[src/hw/alu_pkg.sv]
/* ALU shared constants */

package alu_pkg;

	localparam int DATA_W = 64;
	localparam int BYTES = DATA_W / 8;
	localparam int OPC_W = 8;
	localparam int APB_AW = 8;
	localparam int APB_DW = 32;

	// Opcode field positions
	localparam int OP_LSB = 1;
	localparam int OP_W = 3;
	localparam int ORDER_BIT = 4;
	localparam int MFN_LSB = 4;
	localparam int SIGNED_BIT = 5;
	localparam int WC_LSB = 6;

	localparam logic [OP_W-1:0] OP_NOP = 3'd0;
	localparam logic [OP_W-1:0] OP_SET = 3'd1;
	localparam logic [OP_W-1:0] OP_MASK = 3'd2;
	localparam logic [OP_W-1:0] OP_ADD = 3'd3;
	localparam logic [OP_W-1:0] OP_MUL = 3'd4;

	localparam logic [1:0] MASK_AND = 2'd0;
	localparam logic [1:0] MASK_OR = 2'd1;
	localparam logic [1:0] MASK_XOR = 2'd2;
	localparam logic [1:0] MASK_XNOR = 2'd3;

	localparam int MUL_LAT = 5;
	localparam int S2_DELAY = 3;
	localparam int ALU_LAT = 10;
	// Stage 3 sits at MUL_LAT + 1, the rest is padding before the serializer
	localparam int OUT_DELAY = ALU_LAT - MUL_LAT - 2;
	localparam int LAT_CNT_W = $clog2(ALU_LAT + 1);

	// Taps 64, 63, 61, 60
	localparam logic [DATA_W-1:0] LFSR_TAPS = 64'hD800_0000_0000_0000;
	localparam logic [DATA_W-1:0] LFSR_SEED = 64'd74306;

	localparam logic [APB_AW-1:0] REG_A_LO = 8'h00;
	localparam logic [APB_AW-1:0] REG_A_HI = 8'h04;
	localparam logic [APB_AW-1:0] REG_B_LO = 8'h08;
	localparam logic [APB_AW-1:0] REG_B_HI = 8'h0C;
	localparam logic [APB_AW-1:0] REG_OPCODE = 8'h10;
	localparam logic [APB_AW-1:0] REG_STATUS = 8'h14;

endpackage
[src/hw/alu_apb_regs.sv]
/* APB register block for the ALU */

`timescale 1ns/1ps

module alu_apb_regs
	import alu_pkg::*;
(
	input logic clk,
	input logic rst_n,
	input logic [APB_AW-1:0] paddr,
	input logic psel,
	input logic penable,
	input logic pwrite,
	input logic [APB_DW-1:0] pwdata,
	output logic [APB_DW-1:0] prdata,
	output logic pready,
	output logic pslverr,
	input logic busy,
	output logic [DATA_W-1:0] a,
	output logic [DATA_W-1:0] b,
	output logic [OPC_W-1:0] opcode
);
	logic [APB_DW-1:0] a_lo;
	logic [APB_DW-1:0] a_hi;
	logic [APB_DW-1:0] b_lo;
	logic [APB_DW-1:0] b_hi;
	logic access;
	logic mapped;
	logic wr_fire;

	always_comb begin
		access = psel && penable;
		// Opcode writes wait out the running operation
		pready = !(access && pwrite && paddr == REG_OPCODE && busy);
		wr_fire = access && pwrite && pready;
		case (paddr)
			REG_A_LO, REG_A_HI, REG_B_LO, REG_B_HI, REG_OPCODE, REG_STATUS: mapped = 1'b1;
			default: mapped = 1'b0;
		endcase
		pslverr = access && !mapped;
	end

	always_comb begin
		prdata = '0;
		if (psel && !pwrite) begin
			case (paddr)
				REG_A_LO: prdata = a_lo;
				REG_A_HI: prdata = a_hi;
				REG_B_LO: prdata = b_lo;
				REG_B_HI: prdata = b_hi;
				REG_STATUS: prdata = APB_DW'(busy);
				default: prdata = '0;
			endcase
		end
	end

	always_ff @(posedge clk) begin
		if (wr_fire) begin
			case (paddr)
				REG_A_LO: a_lo <= pwdata;
				REG_A_HI: a_hi <= pwdata;
				REG_B_LO: b_lo <= pwdata;
				REG_B_HI: b_hi <= pwdata;
				default: ;
			endcase
		end
	end

	// One-cycle issue pulse
	always_ff @(posedge clk) begin
		if (!rst_n) begin
			opcode <= '0;
		end else if (wr_fire && paddr == REG_OPCODE) begin
			opcode <= pwdata[OPC_W-1:0];
		end else begin
			opcode <= '0;
		end
	end

	assign a = {a_hi, a_lo};
	assign b = {b_hi, b_lo};

endmodule

[config.mk]
export PLATFORM = sky130hd
export DESIGN_NAME = alu_apb_regs
export DESIGN_NICKNAME = d
export VERILOG_FILES = /design/src/hw/alu_pkg.sv /design/src/hw/alu_apb_regs.sv
export SDC_FILE = /design/constraint.sdc
export NUM_CORES = 1
export LEC_CHECK = 0
export BUFFER_PORTS_ARGS = -buffer_cell sky130_fd_sc_hd__buf_2
export CAP_MARGIN = 20
export CORE_MARGIN = 3
export CORE_UTILIZATION = 51
export DETAILED_ROUTE_END_ITERATION = 7
export PLACE_DENSITY_LB_ADDON = 0.1
export SLEW_MARGIN = 10
export SYNTH_ARGS = -nofsm -noshare
export SYNTH_HDL_FRONTEND = slang
export SYNTH_SLANG_ARGS = --single-unit
[constraint.sdc]
create_clock -name clk -period 11.3 [get_ports clk]
set_input_delay 0 -clock clk [delete_from_list [all_inputs] [get_ports clk]]
set_output_delay 0 -clock clk [all_outputs]
set_load 0.01 [all_outputs]
# Yosys cells after proc, flatten, opt, wreduce, memory -nomap -nowiden
# Index checks and enable logic that the tools add are counted.
# W data, S select, Z words.
[totals]
register_bits = 136
inputBits = 46
output_inout_bits = 170
wordCells = 31
[classes]
eq_ne = 5
mux = 3
n_reduce_logical = 18
[op_table]
columns = ["op", "n"]
rows = [
  ["$pmux W32 S5", 1],
  ["$mux W32", 1],
  ["$eq A8 B4 Y1 const B", 2],
  ["$eq A8 B5 Y1 const B", 2],
  ["$reduce_and A2 Y1", 5],
  ["$eq A8 B3 Y1 const B", 1],
  ["$logic_and A1 B1 Y1", 8],
  ["$logic_not A8 Y1", 1],
  ["$reduce_or A6 Y1", 1],
  ["$logic_not A1 Y1", 3],
  ["$mux W1", 1],
]

# Longest topological paths before layout
[depth]
word_depth = 8
ltp_mapped = 5
depth_no_buf = 3

# Least setup slack after synthesis
# No wires, ideal clock.
[synth_timing]
path_type = "input port to flip-flop"
start = "input port paddr[7]"
end = "register a_lo[0] (enable)"
setup_ns = 0.468
arrival_time_ns = 3.468
t_required_ns = 10.832
setup_slack_ns = 7.364
path_stages = 4
n_path_buf = 1
path_cell_list = "or4_4 > nor4_1 > clkbuf_1 > nor3b_1"
[synth_between]
elab_chain_len = 6
word_cells_on_any_way = 7
cone_classes = "eq/ne: 1; reduce/logical: 6"
[synth_rtl]
columns = ["item", "line_no", "source"]
rows = [
  ["start, declared", "alu_apb_regs.sv:10", "input logic [APB_AW-1:0] paddr,"],
  ["$eq A8 B5 Y1", "alu_apb_regs.sv:34", "pready = !(access && pwrite && paddr == REG_OPCODE && busy);"],
  ["$logic_and A1 B1 Y1 (2 in a row)", "alu_apb_regs.sv:34", ""],
  ["$logic_not A1 Y1", "alu_apb_regs.sv:34", ""],
  ["$logic_and A1 B1 Y1", "alu_apb_regs.sv:35", "wr_fire = access && pwrite && pready;"],
  ["$reduce_and A2 Y1 (no line) *", "n/a", ""],
  ["end signal, assigned", "alu_apb_regs.sv:60", "REG_A_LO: a_lo <= pwdata;"],
  ["end, declared", "alu_apb_regs.sv:23", "logic [APB_DW-1:0] a_lo;"],
]
# Mark *: on every way between the ends. The rest lies on a longest branch, timed or not.
# A chain may end at the register's enable or synchronous reset.

# Worst setup path after layout
[layout_timing]
start = "input port paddr[7]"
end = "register a_lo[19] (enable)"
# The elaborated chain is that of the path after synthesis.

==> metrics.yaml <==
setup_path:
  crit_path_start_kind: "input port"
  end_kind: "flop"
  required_ns: 11.47
  cp_max_fo: 22
  critPathKind: "in2reg"
  crit_start: "paddr[7]"
  crit_end: "a_lo[19]"
  crit_arrival_ns: 2.36
job:
  max_cap_violations: 0
final_layout:
  diodes: 0
  finalNetCount: 553
  multi_input_area_um2: 1140
  regArea_um2: 4000
  area_growth_pct: 41.9
  drive_gt1_frac: 0.545
  nFillCells: 650
  final_cell_mix: "215 x buf_2, 128 x edfxtp_1, 36 x dlygate4sd3_1, 31 x mux4_2, 31 x nor2b_1"
  final_common_cell: "buf_2"
drt:
  via_per_inst: 5.25
  drtIter0Drc: 191
  drtAntennaViolNets: 0
  firstDrtPassIters: 4
  vias: 3422
  drc: 0
  wl_per_cell_um: 19.2
  drt-total-wl_mm: 12.5
global_routing:
  track_usage: 0.227
  grt_max_degree: 41
  grt_pass1_vias: 3491
  grt_pass1_wl_mm: 19.1
  grt_overflow_total: 0
  antenna_found_initial: 0
power_and_ir_drop:
  powerDensity_nw_per_um2: 151
  power.switching_mw: 0.206
  leakagePower_nw: 2.94
  vdd_ir_drop_max_mv: 0.0956
  internal-power_mw: 0.910
  pwr-share-clk: 0.465
  seqPwrFrac: 0.494
  p_sw_frac: 0.185
  p_comb_frac: 0.042
clock_network:
  cts_buffers: 17
  cts_setup_buffers: 0
  holdBufCountCts: 35
  path_clk_slew_ns: 0.06
  cts_resized: 0
  cts-root-buf: "clkbuf_8"
  clock-sinks: 136
  cts_tree: "yes"
  h-tree-depth: 4
  cts_buffer_depth: 2
floorplanning:
  ios: 216
  die_h_um: 107
  rows: 36
  fp.coreArea_um2: 9820
  fp.dieW_um: 107
  die-area_um2: 11400
  initial_core_util: 0.529
placed_design:
  hpwl_mm: 8.26
  place_congestion: 0.785
  numPortBuffers: 215
synth:
  synth_area_per_cell_um2: 21.3
  yosysSeqAreaShare: 0.771
  synth_nets: 290
  syn_inst: 244
  syn_area_um2: 5190
  yosys_register_bits: 136
  synth.distinct_cells: 26
  ys_warn_count: 0
sta:
  setup_viol_count_final: 0
  fin_setup_tns_ns: 0
  worst-slew-pin-transition_ns: 1.04
  fin_crit_sh: 0.194
  rsz0062_at_grt: "no"
  slew_headroom: 0.302
  slew_viol_final: 0
  period_needed_ns: 2.19
  worst_hold_slack_ns: 0.0648
  fmax_mhz: 457
  hold_viol_final: 0
min_path:
  hold_class: "in2reg"
status:
  outcome: "finished, final reports clean"
==> cell families (layout without fill, tap and decap cells) <==
group,count (synthesis),in the layout,synth area share
muxes,33,33,0.138
DFF,136,136,0.771
buffers and inverters,14,289,0.0154
AOI/OAI and AO/OA,3,3,0.00433
and+or+nand+nor,58,58,0.0713
==> metal layers <==
metal / track usage / up-vias / routed length [um] / part of all wire
met1: 0.294 / 1705 / 5060 / 0.40
met2: 0.366 / 176 / 6280 / 0.50
li1: - / 1524 / - / -
met4: 0.0877 / 0 / 255 / 0.020
met5: 0 / - / 0 / 0
met3: 0.0662 / 17 / 956 / 0.076
==> state kept, by name, indices dropped and copies added, names as in the netlist <==
signal / count
b_hi: 32
b_lo: 32
a_lo: 32
a_hi: 32
opcode: 8
==> power by group through the flow <==
stage	Combinational (mW)	Clock (mW)	Sequential (mW)
detailed placement	0.0371	0	0.561
floorplan	0.0194	0	0.562
finish	0.0464	0.519	0.551
global route	0.0506	0.551	0.551
global placement	0.0357	0	0.561
CTS	0.0464	0.528	0.551
==> Yosys cell counts, drive strengths merged <==
| master | count | area, um^2 |
|---|---|---|
| edfxtp | 128 | 3840 |
| nor2b | 32 | 200 |
| mux4 | 31 | 698 |
| and3 | 8 | 50.1 |
| buf | 8 | 57.6 |
| dfxtp | 8 | 160 |
| clkbuf | 5 | 18.8 |
| nor2 | 3 | 11.3 |
| nor3 | 3 | 15.0 |
| or4 | 3 | 30.0 |
| mux2i | 2 | 20.0 |
| nand2b | 2 | 12.5 |
| a211oi | 1 | 7.51 |
| and4b | 1 | 10.0 |
| inv | 1 | 3.75 |
| nand2 | 1 | 3.75 |
| nand3 | 1 | 5.00 |
| nand4b | 1 | 8.76 |
| nor3b | 1 | 7.51 |
| nor4 | 1 | 6.26 |
| nor4bb | 1 | 10.0 |
| o21ai | 1 | 5.00 |
| o311a | 1 | 10.0 |
==> area by class of cell <==
type | instances | area share
inverter | 1 | 0.000509
clock buffer | 22 | 0.0587
sequential | 136 | 0.543
clock inverter | 9 | 0.0171
tap | 133 | 0.0226
multi-input combinational | 94 | 0.154
timing repair buffer | 257 | 0.204
==> how the worst min path moves through the flow <==
| stage | depth (start not counted) | start | endpoint |
|---|---|---|---|
| floorplan | 2 | psel | pslverr |
| finish | 4 | paddr[5] | opcode[3] |
| CTS | 2 | paddr[4] | a_lo[29] |
| global route | 4 | paddr[5] | opcode[7] |
| detailed placement | 1 | pwdata[10] | a_lo[10] |
| global placement | 1 | pwdata[19] | b_hi[19] |
==> per-stage QoR <==
| stage | total power, mW | instances | setup slack [ns] | util | instance area [um^2] |
|---|---|---|---|---|---|
| after floorplan | 0.581 | 244 | 7.36 | - | 5190 |
| after CTS | 1.13 | 649 | 8.77 | 0.746 | 7330 |
| after global placement | 0.597 | 583 | 8.33 | 0.653 | 6420 |
| final | 1.12 | 652 | 9.11 | 0.751 | 7370 |
| after global routing | 1.15 | 652 | 8.94 | 0.751 | 7370 |
| after detailed placement | 0.598 | 583 | 8.24 | 0.653 | 6420 |
==> critical path: stages <==
cell	delay (ns)
buf_2	0.10
or4_4	0.57
nor4_1	0.27
buf_4	0.22
nor3b_2	0.72
buf_4	0.46
Power figures use the tool's default switching activity.
